[src/dram_init.hex]
// One 32-bit data word per line, word address 0 to 15
8badf00d
12345678
80ff7f01
deadbeef
00c0ffee
7fff8000
a5a55a5a
fedcba98
01234567
ff00ff00
0000ffff
80000001
13579bdf
2468ace0
c3c3c3c3
55aa66bb

[src/core_pkg.sv]
package core_pkg;

    // Source of the value written back to the destination register
    typedef enum logic [1:0] {
        RD_WR_ALU      = 2'b00,
        RD_WR_PC_INC_4 = 2'b01,
        RD_WR_PC_INC_2 = 2'b10,
        RD_WR_DRAM     = 2'b11
    } rd_wr_sel_e;

    // Load size and extension
    typedef enum logic [2:0] {
        DRAM_RD_B  = 3'b000,
        DRAM_RD_H  = 3'b001,
        DRAM_RD_W  = 3'b010,
        DRAM_RD_BU = 3'b100,
        DRAM_RD_HU = 3'b101
    } dram_rd_sel_e;

    localparam logic [1:0] AXI_RESP_OKAY   = 2'b00;
    localparam logic [1:0] AXI_RESP_SLVERR = 2'b10;

endpackage

[src/axil_rd_if.sv]
`timescale 1ns/10ps

interface axil_rd_if #(
    parameter XLEN = 32
);

    logic [XLEN-1:0] araddr;
    logic            arvalid;
    logic            arready;

    logic [XLEN-1:0] rdata;
    logic      [1:0] rresp;
    logic            rvalid;
    logic            rready;

    modport master (
        output araddr, arvalid, rready,
        input  arready, rdata, rresp, rvalid
    );

    modport slave (
        input  araddr, arvalid, rready,
        output arready, rdata, rresp, rvalid
    );

endinterface

[src/dram_axil.sv]
`timescale 1ns/10ps

module dram_axil #(
    parameter XLEN       = 32,
    parameter DRAM_WORDS = 16,
    parameter DRAM_LAT   = 2
) (
    input logic clk_i,
    input logic reset_i,

    axil_rd_if.slave axil
);

localparam IDX_W = (DRAM_WORDS > 1) ? $clog2(DRAM_WORDS) : 1;
localparam LAT_W = (DRAM_LAT > 0) ? $clog2(DRAM_LAT + 1) : 1;

logic [XLEN-1:0] mem [DRAM_WORDS];

initial begin
    $readmemh("/design/src/dram_init.hex", mem);
end

logic            busy_q;
logic            lat_done;
logic            in_range;
logic [XLEN-1:0] rdata_q;
logic      [1:0] rresp_q;

wire ar_hs = axil.arvalid && axil.arready;
wire r_hs  = axil.rvalid && axil.rready;

assign in_range = (axil.araddr[XLEN-1:2] < DRAM_WORDS);

lat_counter #(
    .WIDTH(LAT_W)
) lat_counter_inst (
    .clk_i  (clk_i),
    .reset_i(reset_i),
    .load_i (ar_hs),
    .count_i(LAT_W'(DRAM_LAT)),
    .done_o (lat_done)
);

always_ff @(posedge clk_i) begin
    if (reset_i) begin
        busy_q <= 1'b0;
    end else if (ar_hs) begin
        busy_q <= 1'b1;
    end else if (r_hs) begin
        busy_q <= 1'b0;
    end
end

// Response is captured with the address and held until the R transfer
always_ff @(posedge clk_i) begin
    if (ar_hs) begin
        rdata_q <= in_range ? mem[axil.araddr[IDX_W+1:2]] : {XLEN{1'b0}};
        rresp_q <= in_range ? core_pkg::AXI_RESP_OKAY : core_pkg::AXI_RESP_SLVERR;
    end
end

assign axil.arready = !busy_q;             // One read in flight at a time
assign axil.rvalid  = busy_q && lat_done;
assign axil.rdata   = rdata_q;
assign axil.rresp   = rresp_q;

endmodule

[src/lat_counter.sv]
`timescale 1ns/10ps

module lat_counter #(
    parameter WIDTH = 2
) (
    input  logic             clk_i,
    input  logic             reset_i,

    input  logic             load_i,
    input  logic [WIDTH-1:0] count_i,

    output logic             done_o
);

logic [WIDTH-1:0] count_q;

always_ff @(posedge clk_i) begin
    if (reset_i) begin
        count_q <= '0;
    end else if (load_i) begin
        count_q <= count_i;
    end else if (count_q != '0) begin
        count_q <= count_q - 1'b1;
    end
end

assign done_o = (count_q == '0) && !load_i; // A fresh load hides the old zero

endmodule

[src/regfile.sv]
`timescale 1ns/10ps

module regfile #(
    parameter XLEN = 32
) (
    input  logic            clk_i,
    input  logic            reset_i,

    input  logic            wr_en_i,
    input  logic      [4:0] wr_addr_i,
    input  logic [XLEN-1:0] wr_data_i,

    input  logic      [4:0] rs_addr_i,
    output logic [XLEN-1:0] rs_data_o
);

logic [XLEN-1:0] regs [32];

always_ff @(posedge clk_i) begin
    if (reset_i) begin
        for (int i = 0; i < 32; i++) begin
            regs[i] <= {XLEN{1'b0}};
        end
    end else if (wr_en_i && (wr_addr_i != 5'd0)) begin
        regs[wr_addr_i] <= wr_data_i;
    end
end

assign rs_data_o = (rs_addr_i == 5'd0) ? {XLEN{1'b0}} : regs[rs_addr_i];

endmodule

[src/wb.sv]
`timescale 1ns/10ps

module wb #(
    parameter XLEN = 32
) (
    input  logic                      rd_wr_en_i,
    input  core_pkg::rd_wr_sel_e      rd_wr_sel_i,
    input  logic                [4:0] rd_wr_addr_i,

    input  logic                      rd_wr_en_r_i,
    input  core_pkg::rd_wr_sel_e      rd_wr_sel_r_i,
    input  logic                [4:0] rd_wr_addr_r_i,
    input  core_pkg::dram_rd_sel_e    dram_rd_sel_r_i,

    input  logic           [XLEN-1:0] pc_data_i,
    input  logic           [XLEN-1:0] alu_data_i,

    input  logic           [XLEN-1:0] dram_rd_addr_i,
    input  logic           [XLEN-1:0] dram_rd_data_i,

    output logic                      reg_wr_en_o,
    output logic                [4:0] reg_wr_addr_o,
    output logic           [XLEN-1:0] reg_wr_data_o
);

logic      [1:0] byte_off;
logic [XLEN-1:0] ld_shifted;
logic [XLEN-1:0] ld_data;
logic [XLEN-1:0] direct_data;

wire [XLEN-1:0] pc_inc_4 = pc_data_i + 3'h4;
wire [XLEN-1:0] pc_inc_2 = pc_data_i + 3'h2;

wire load_pending = (rd_wr_sel_r_i == core_pkg::RD_WR_DRAM);

always_comb begin
    case (dram_rd_sel_r_i)
        core_pkg::DRAM_RD_B,
        core_pkg::DRAM_RD_BU: byte_off = dram_rd_addr_i[1:0];
        core_pkg::DRAM_RD_H,
        core_pkg::DRAM_RD_HU: byte_off = {dram_rd_addr_i[1], 1'b0};
        default:              byte_off = 2'b00; // Words are always aligned
    endcase
end

assign ld_shifted = dram_rd_data_i >> {byte_off, 3'b000};

always_comb begin
    case (dram_rd_sel_r_i)
        core_pkg::DRAM_RD_B:  ld_data = {{(XLEN-8){ld_shifted[7]}}, ld_shifted[7:0]};
        core_pkg::DRAM_RD_H:  ld_data = {{(XLEN-16){ld_shifted[15]}}, ld_shifted[15:0]};
        core_pkg::DRAM_RD_BU: ld_data = {{(XLEN-8){1'b0}}, ld_shifted[7:0]};
        core_pkg::DRAM_RD_HU: ld_data = {{(XLEN-16){1'b0}}, ld_shifted[15:0]};
        default:              ld_data = ld_shifted;
    endcase
end

always_comb begin
    case (rd_wr_sel_i)
        core_pkg::RD_WR_ALU:      direct_data = alu_data_i;
        core_pkg::RD_WR_PC_INC_4: direct_data = pc_inc_4;
        core_pkg::RD_WR_PC_INC_2: direct_data = pc_inc_2;
        default:                  direct_data = {XLEN{1'b0}};
    endcase
end

always_comb begin
    if (load_pending) begin
        reg_wr_en_o   = rd_wr_en_r_i;
        reg_wr_addr_o = rd_wr_addr_r_i;
        reg_wr_data_o = ld_data;
    end else begin
        reg_wr_en_o   = rd_wr_en_i && (rd_wr_sel_i != core_pkg::RD_WR_DRAM);
        reg_wr_addr_o = rd_wr_addr_i;
        reg_wr_data_o = direct_data;
    end
end

endmodule

[src/wb_ctrl.sv]
`timescale 1ns/10ps

module wb_ctrl #(
    parameter XLEN = 32
) (
    input  logic                      clk_i,
    input  logic                      reset_i,

    input  logic                      op_valid_i,
    output logic                      op_ready_o,

    input  logic                      rd_wr_en_i,
    input  core_pkg::rd_wr_sel_e      rd_wr_sel_i,
    input  logic                [4:0] rd_addr_i,
    input  core_pkg::dram_rd_sel_e    dram_rd_sel_i,
    input  logic           [XLEN-1:0] alu_data_i,

    axil_rd_if.master                 axil,

    output logic                      rd_wr_en_o,
    output logic                      rd_wr_en_r_o,
    output core_pkg::rd_wr_sel_e      rd_wr_sel_r_o,
    output logic                [4:0] rd_wr_addr_r_o,
    output core_pkg::dram_rd_sel_e    dram_rd_sel_r_o,
    output logic           [XLEN-1:0] dram_rd_addr_r_o,

    output logic                      load_err_o
);

typedef enum logic [1:0] {IDLE, ADDR, RESP} state_e;

state_e state_q;
logic   ld_en_q;

wire is_load = (rd_wr_sel_i == core_pkg::RD_WR_DRAM);
wire accept  = op_valid_i && op_ready_o;
wire r_hs    = (state_q == RESP) && axil.rvalid;
wire resp_ok = (axil.rresp == core_pkg::AXI_RESP_OKAY);

always_ff @(posedge clk_i) begin
    if (reset_i) begin
        state_q       <= IDLE;
        rd_wr_sel_r_o <= core_pkg::RD_WR_ALU;
        load_err_o    <= 1'b0;
    end else begin
        load_err_o <= r_hs && !resp_ok; // One cycle pulse after a failed read
        case (state_q)
            IDLE: begin
                if (accept && is_load) begin
                    state_q       <= ADDR;
                    rd_wr_sel_r_o <= core_pkg::RD_WR_DRAM;
                end
            end
            ADDR: begin
                if (axil.arready) state_q <= RESP;
            end
            RESP: begin
                if (axil.rvalid) begin
                    state_q       <= IDLE;
                    rd_wr_sel_r_o <= core_pkg::RD_WR_ALU;
                end
            end
            default: state_q <= IDLE;
        endcase
    end
end

always_ff @(posedge clk_i) begin
    if (accept && is_load) begin
        ld_en_q          <= rd_wr_en_i;
        rd_wr_addr_r_o   <= rd_addr_i;
        dram_rd_sel_r_o  <= dram_rd_sel_i;
        dram_rd_addr_r_o <= alu_data_i;
    end
end

assign op_ready_o   = (state_q == IDLE);
assign rd_wr_en_o   = rd_wr_en_i && accept && !is_load;
assign rd_wr_en_r_o = r_hs && resp_ok && ld_en_q; // Error responses never reach the register

assign axil.araddr  = dram_rd_addr_r_o;
assign axil.arvalid = (state_q == ADDR);
assign axil.rready  = (state_q == RESP);

endmodule

[src/wb_subsys.sv]
`timescale 1ns/10ps

module wb_subsys #(
    parameter XLEN       = 32,
    parameter DRAM_WORDS = 16,
    parameter DRAM_LAT   = 2
) (
    input  logic            clk_i,
    input  logic            reset_i,

    input  logic            op_valid_i,
    output logic            op_ready_o,

    input  logic            rd_wr_en_i,
    input  logic      [1:0] rd_wr_sel_i,
    input  logic      [4:0] rd_addr_i,
    input  logic      [2:0] dram_rd_sel_i,
    input  logic [XLEN-1:0] pc_data_i,
    input  logic [XLEN-1:0] alu_data_i,

    input  logic      [4:0] rs_addr_i,
    output logic [XLEN-1:0] rs_data_o,

    output logic            load_err_o
);

core_pkg::rd_wr_sel_e   rd_wr_sel;
core_pkg::dram_rd_sel_e dram_rd_sel;

logic                   rd_wr_en_d;
logic                   rd_wr_en_r;
core_pkg::rd_wr_sel_e   rd_wr_sel_r;
logic             [4:0] rd_wr_addr_r;
core_pkg::dram_rd_sel_e dram_rd_sel_r;
logic        [XLEN-1:0] dram_rd_addr_r;

logic                   reg_wr_en;
logic             [4:0] reg_wr_addr;
logic        [XLEN-1:0] reg_wr_data;

assign rd_wr_sel   = core_pkg::rd_wr_sel_e'(rd_wr_sel_i);
assign dram_rd_sel = core_pkg::dram_rd_sel_e'(dram_rd_sel_i);

axil_rd_if #(.XLEN(XLEN)) axil_bus ();

wb_ctrl #(
    .XLEN(XLEN)
) wb_ctrl_inst (
    .clk_i           (clk_i),
    .reset_i         (reset_i),
    .op_valid_i      (op_valid_i),
    .op_ready_o      (op_ready_o),
    .rd_wr_en_i      (rd_wr_en_i),
    .rd_wr_sel_i     (rd_wr_sel),
    .rd_addr_i       (rd_addr_i),
    .dram_rd_sel_i   (dram_rd_sel),
    .alu_data_i      (alu_data_i),
    .axil            (axil_bus.master),
    .rd_wr_en_o      (rd_wr_en_d),
    .rd_wr_en_r_o    (rd_wr_en_r),
    .rd_wr_sel_r_o   (rd_wr_sel_r),
    .rd_wr_addr_r_o  (rd_wr_addr_r),
    .dram_rd_sel_r_o (dram_rd_sel_r),
    .dram_rd_addr_r_o(dram_rd_addr_r),
    .load_err_o      (load_err_o)
);

dram_axil #(
    .XLEN      (XLEN),
    .DRAM_WORDS(DRAM_WORDS),
    .DRAM_LAT  (DRAM_LAT)
) dram_axil_inst (
    .clk_i  (clk_i),
    .reset_i(reset_i),
    .axil   (axil_bus.slave)
);

wb #(
    .XLEN(XLEN)
) wb_inst (
    .rd_wr_en_i     (rd_wr_en_d),
    .rd_wr_sel_i    (rd_wr_sel),
    .rd_wr_addr_i   (rd_addr_i),
    .rd_wr_en_r_i   (rd_wr_en_r),
    .rd_wr_sel_r_i  (rd_wr_sel_r),
    .rd_wr_addr_r_i (rd_wr_addr_r),
    .dram_rd_sel_r_i(dram_rd_sel_r),
    .pc_data_i      (pc_data_i),
    .alu_data_i     (alu_data_i),
    .dram_rd_addr_i (dram_rd_addr_r),
    .dram_rd_data_i (axil_bus.rdata), // Only meaningful on the R transfer edge
    .reg_wr_en_o    (reg_wr_en),
    .reg_wr_addr_o  (reg_wr_addr),
    .reg_wr_data_o  (reg_wr_data)
);

regfile #(
    .XLEN(XLEN)
) regfile_inst (
    .clk_i    (clk_i),
    .reset_i  (reset_i),
    .wr_en_i  (reg_wr_en),
    .wr_addr_i(reg_wr_addr),
    .wr_data_i(reg_wr_data),
    .rs_addr_i(rs_addr_i),
    .rs_data_o(rs_data_o)
);

endmodule

[config.mk]
export PLATFORM = sky130hd
export DESIGN_NAME = wb_subsys
export DESIGN_NICKNAME = d
export VERILOG_FILES = /design/src/core_pkg.sv /design/src/axil_rd_if.sv /design/src/dram_axil.sv /design/src/lat_counter.sv /design/src/regfile.sv /design/src/wb.sv /design/src/wb_ctrl.sv /design/src/wb_subsys.sv
export SDC_FILE = /design/constraint.sdc
export NUM_CORES = 2
export LEC_CHECK = 0
export BUFFER_PORTS_ARGS = -buffer_cell sky130_fd_sc_hd__buf_2
export CAP_MARGIN = 20
export CORE_MARGIN = 2
export CORE_UTILIZATION = 55
export CTS_BUF_LIST = sky130_fd_sc_hd__clkbuf_4 sky130_fd_sc_hd__clkbuf_8
export DETAILED_ROUTE_END_ITERATION = 8
export PLACE_DENSITY = 0.74
export SETUP_SLACK_MARGIN = 0.1
export SYNTH_ARGS = -nofsm -noshare
export SYNTH_HDL_FRONTEND = slang
export SYNTH_HIERARCHICAL = 1
export SYNTH_SLANG_ARGS = --single-unit
export TNS_END_PERCENT = 50
[constraint.sdc]
create_clock -name clk_i -period 3.5 [get_ports clk_i]
set_clock_uncertainty 0.2 [all_clocks]
set_input_delay 1.05 -clock clk_i [delete_from_list [all_inputs] [get_ports clk_i]]
set_output_delay 1.05 -clock clk_i [all_outputs]
set_load 0.01 [all_outputs]
==> results by group <==
Floorplanning
  • Effective utilization at floorplan: 55.6%
  • Core Region: 91900 um^2
  • Floorplan die width: 309 um
  • Die Outline Area: 95400 um^2
  • Io pins: 117
  • Chip height: 309 um
  • Std-Cell Rows: 111

Flow run
  • Max-cap violations: 0

Worst setup path
  • Kind of capture point of the worst setup path: output port
  • Reg2Reg Depth: 13
  • Maximum fanout along the worst path: 6
  • Worst Setup EP: rs_data_o[28]
  • RR Endpoint: regfile_inst/regs[4][13]$_SDFFCE_PN0P_
  • Critical path arrival: 2840 ps
  • Critical register-to-register path startpoint: wb_ctrl_inst/state_q[0]$_SDFFE_PP0P_
  • Data required time of the critical path: 2250 ps
  • Crit path launch: rs_addr_i[0]
  • Kind of critical path: input port to output port
  • Nature of the critical path startpoint: input port
  • Register-to-Register Setup Slack: 190 ps

STA
  • Number of hold violations in the final report: 0
  • Max-slew violation total from the final report: 0
  • Slew at the pin closest to its max-slew limit: 1180 ps
  • Normalized max-slew margin: 21.1%
  • Hold Slack: 176 ps
  • RSZ-0062 raised after global routing: yes
  • Min cycle time layout: 4090 ps
  • Final cycle utilization of the critical path: 117%
  • Final worst slack: -587 ps
  • Maximum clock rate: 245 MHz
  • Number of endpoints failing setup at the final stage: 32
  • Sum of negative setup slack: -16970 ps

Power and ir drop
  • Pwr per Cell Area: 459 nW/um^2
  • Peak supply drop: 0.405 mV
  • Pleak: 23.3 nW
  • Overall power of the completed layout: 28.6 mW

Final layout
  • Final standard cell utilization of the core: 67.7%
  • Post-Layout Cell Count: 5412
  • Layout net count: 4114
  • Area Growth Syn to Fin: 21.9%
  • Post-route cell area: 62300 um^2
  • Layout cell share with drive strength beyond 1: 33.7%

Drt
  • Detail Route Antenna Nets: 0
  • Number of vias in the routed layout: 33187
  • Drt first-iter violations: 3872
  • Detailed Route WL: 147 mm
  • Wire length per cell: 27.1 um
  • Remaining routing DRC violations: 0
  • Average via count per standard cell: 6.13
  • Iteration count of the initial detailed-routing pass: 6

Clock tree
  • CTS H-tree depth: 4
  • Maximum root-to-sink buffer count: 3
  • Later-pin clock latency in the skew report: 850 ps
  • Clock buffers created by TritonCTS: 173
  • Clock root cell: sky130_fd_sc_hd__clkbuf_8
  • Clock tree from TritonCTS: done
  • Num Clock Sinks: 1069
  • Clock transition at the register clock pins on the worst setup and hold paths after CTS: 60 ps

Synth
  • Yosys synthesis warning count: 6
  • Count of mapped cells out of synthesis: 3533
  • Area of the mapped netlist: 51100 um^2
  • Post-Synthesis Mean Instance Area: 14.5 um^2

Placed design
  • Cell Count Post-Placement: 5032
  • Worst setup timing slack at the placement stage: -1130 ps
  • Number of buffers inserted by port buffering: 116
  • Final GP Congestion: 0.983
  • Placed cell areas: 57200 um^2
  • Detailed Place HPWL: 93.1 mm

Global routing
  • Wire length of the first global-routing pass: 214 mm
  • Total routing usage reported by global routing: 30.9%
  • Number of antenna violations at the first check in global routing: 3
  • Pin count of the biggest net entering global routing: 65
  • Total grt overflow: 0
  • Via count of the first global-routing pass: 33128

Hold path
  • Worst hold path type: input port to register

Run status
  • Result of the run: finished with violations
  • Violations in the final reports: setup timing
## cell type report
type / count / area, um^2
Sequential cell: 1069 / 32000
Fill cell: 6214 / 29700
Multi-Input combinational cell: 2144 / 18700
Timing Repair Buffer: 624 / 6590
Clock buffer: 233 / 2860
Tap cell: 1243 / 1560
Clock inverter: 80 / 478
Inverter: 16 / 61.3
Antenna cell: 3 / 7.51
## repair_timing
action | CTS | global route
endpoints found under the setup margin | 454 | 1027
hold buffers | 0 | 0
gates cloned | 10 | 4
resized for setup | 132 | 60
pin swaps | 17 | 32
endpoints found under the hold margin | 0 | 0
buffers inserted | 35 | 15
## layout by cell type, fill, tap and decap left out, types with 67 or more instances in the layout
cell type / instances
sky130_fd_sc_hd__clkbuf_8: 177
sky130_fd_sc_hd__mux2i_1: 68
sky130_fd_sc_hd__buf_12: 121
sky130_fd_sc_hd__buf_2: 109
sky130_fd_sc_hd__conb_1: 67
sky130_fd_sc_hd__nand2_1: 91
sky130_fd_sc_hd__buf_4: 329
sky130_fd_sc_hd__edfxtp_1: 1062
sky130_fd_sc_hd__and2_1: 998
sky130_fd_sc_hd__mux4_2: 229
## critical path: stages
cell and delay [ps]:
sky130_fd_sc_hd__buf_16 140, sky130_fd_sc_hd__buf_12 140, sky130_fd_sc_hd__buf_12 120, sky130_fd_sc_hd__buf_12 110, sky130_fd_sc_hd__mux4_2 500, sky130_fd_sc_hd__nor2b_4 150, sky130_fd_sc_hd__a211oi_4 220, sky130_fd_sc_hd__buf_4 160
sky130_fd_sc_hd__a311oi_2 40, sky130_fd_sc_hd__buf_2 190
## power by group
part	switching, mW	internal (mW)
Sequential	0.144	14.5
Combinational	1.91	1.49
Clock	5.06	5.48
## state kept, by name, summed over array words and instances (netlist names)
| register | flops |
|---|---|
| dram_axil_inst/axil.rresp | 1 |
| dram_axil_inst/busy_q | 1 |
| dram_axil_inst/lat_counter_inst/count_q | 2 |
| regfile_inst/regs | 1024 |
| wb_ctrl_inst/axil.araddr | 28 |
| wb_ctrl_inst/dram_rd_sel_r_o | 3 |
| wb_ctrl_inst/ld_en_q | 1 |
| wb_ctrl_inst/load_err_o | 1 |
| wb_ctrl_inst/rd_wr_addr_r_o | 5 |
| wb_ctrl_inst/rd_wr_sel_r_o | 1 |
| wb_ctrl_inst/state_q | 2 |
## layer usage
layer | up-vias | share of wire (%) | GRT usage (%)
li1 | 14087 | - | -
met1 | 16978 | 40 | 44.1
met2 | 1883 | 46 | 47.1
met3 | 237 | 11 | 7.08
met4 | 2 | 3.2 | 11.2
met5 | - | 0.0075 | 0
## worst min-delay path by stage
stage | slack, ps | endpoint | cells after the start | start
2_1_floorplan | 290 | wb_ctrl_inst/rd_wr_sel_r_o[0]$_SDFFE_PP0P_ | 2 | wb_ctrl_inst/rd_wr_sel_r_o[0]$_SDFFE_PP0P_
3_3_place_gp | 320 | dram_axil_inst/busy_q$_SDFFE_PP0P_ | 2 | dram_axil_inst/busy_q$_SDFFE_PP0P_
3_5_place_dp | 320 | dram_axil_inst/busy_q$_SDFFE_PP0P_ | 2 | dram_axil_inst/busy_q$_SDFFE_PP0P_
4_1_cts | 130 | wb_ctrl_inst/dram_rd_sel_r_o[1]$_DFFE_PP_ | 1 | dram_rd_sel_i[1]
5_1_grt | 150 | wb_ctrl_inst/dram_rd_sel_r_o[1]$_DFFE_PP_ | 1 | dram_rd_sel_i[1]
6_report | 180 | wb_ctrl_inst/dram_rd_sel_r_o[1]$_DFFE_PP_ | 1 | dram_rd_sel_i[1]
Power figures use the tool's default switching activity.
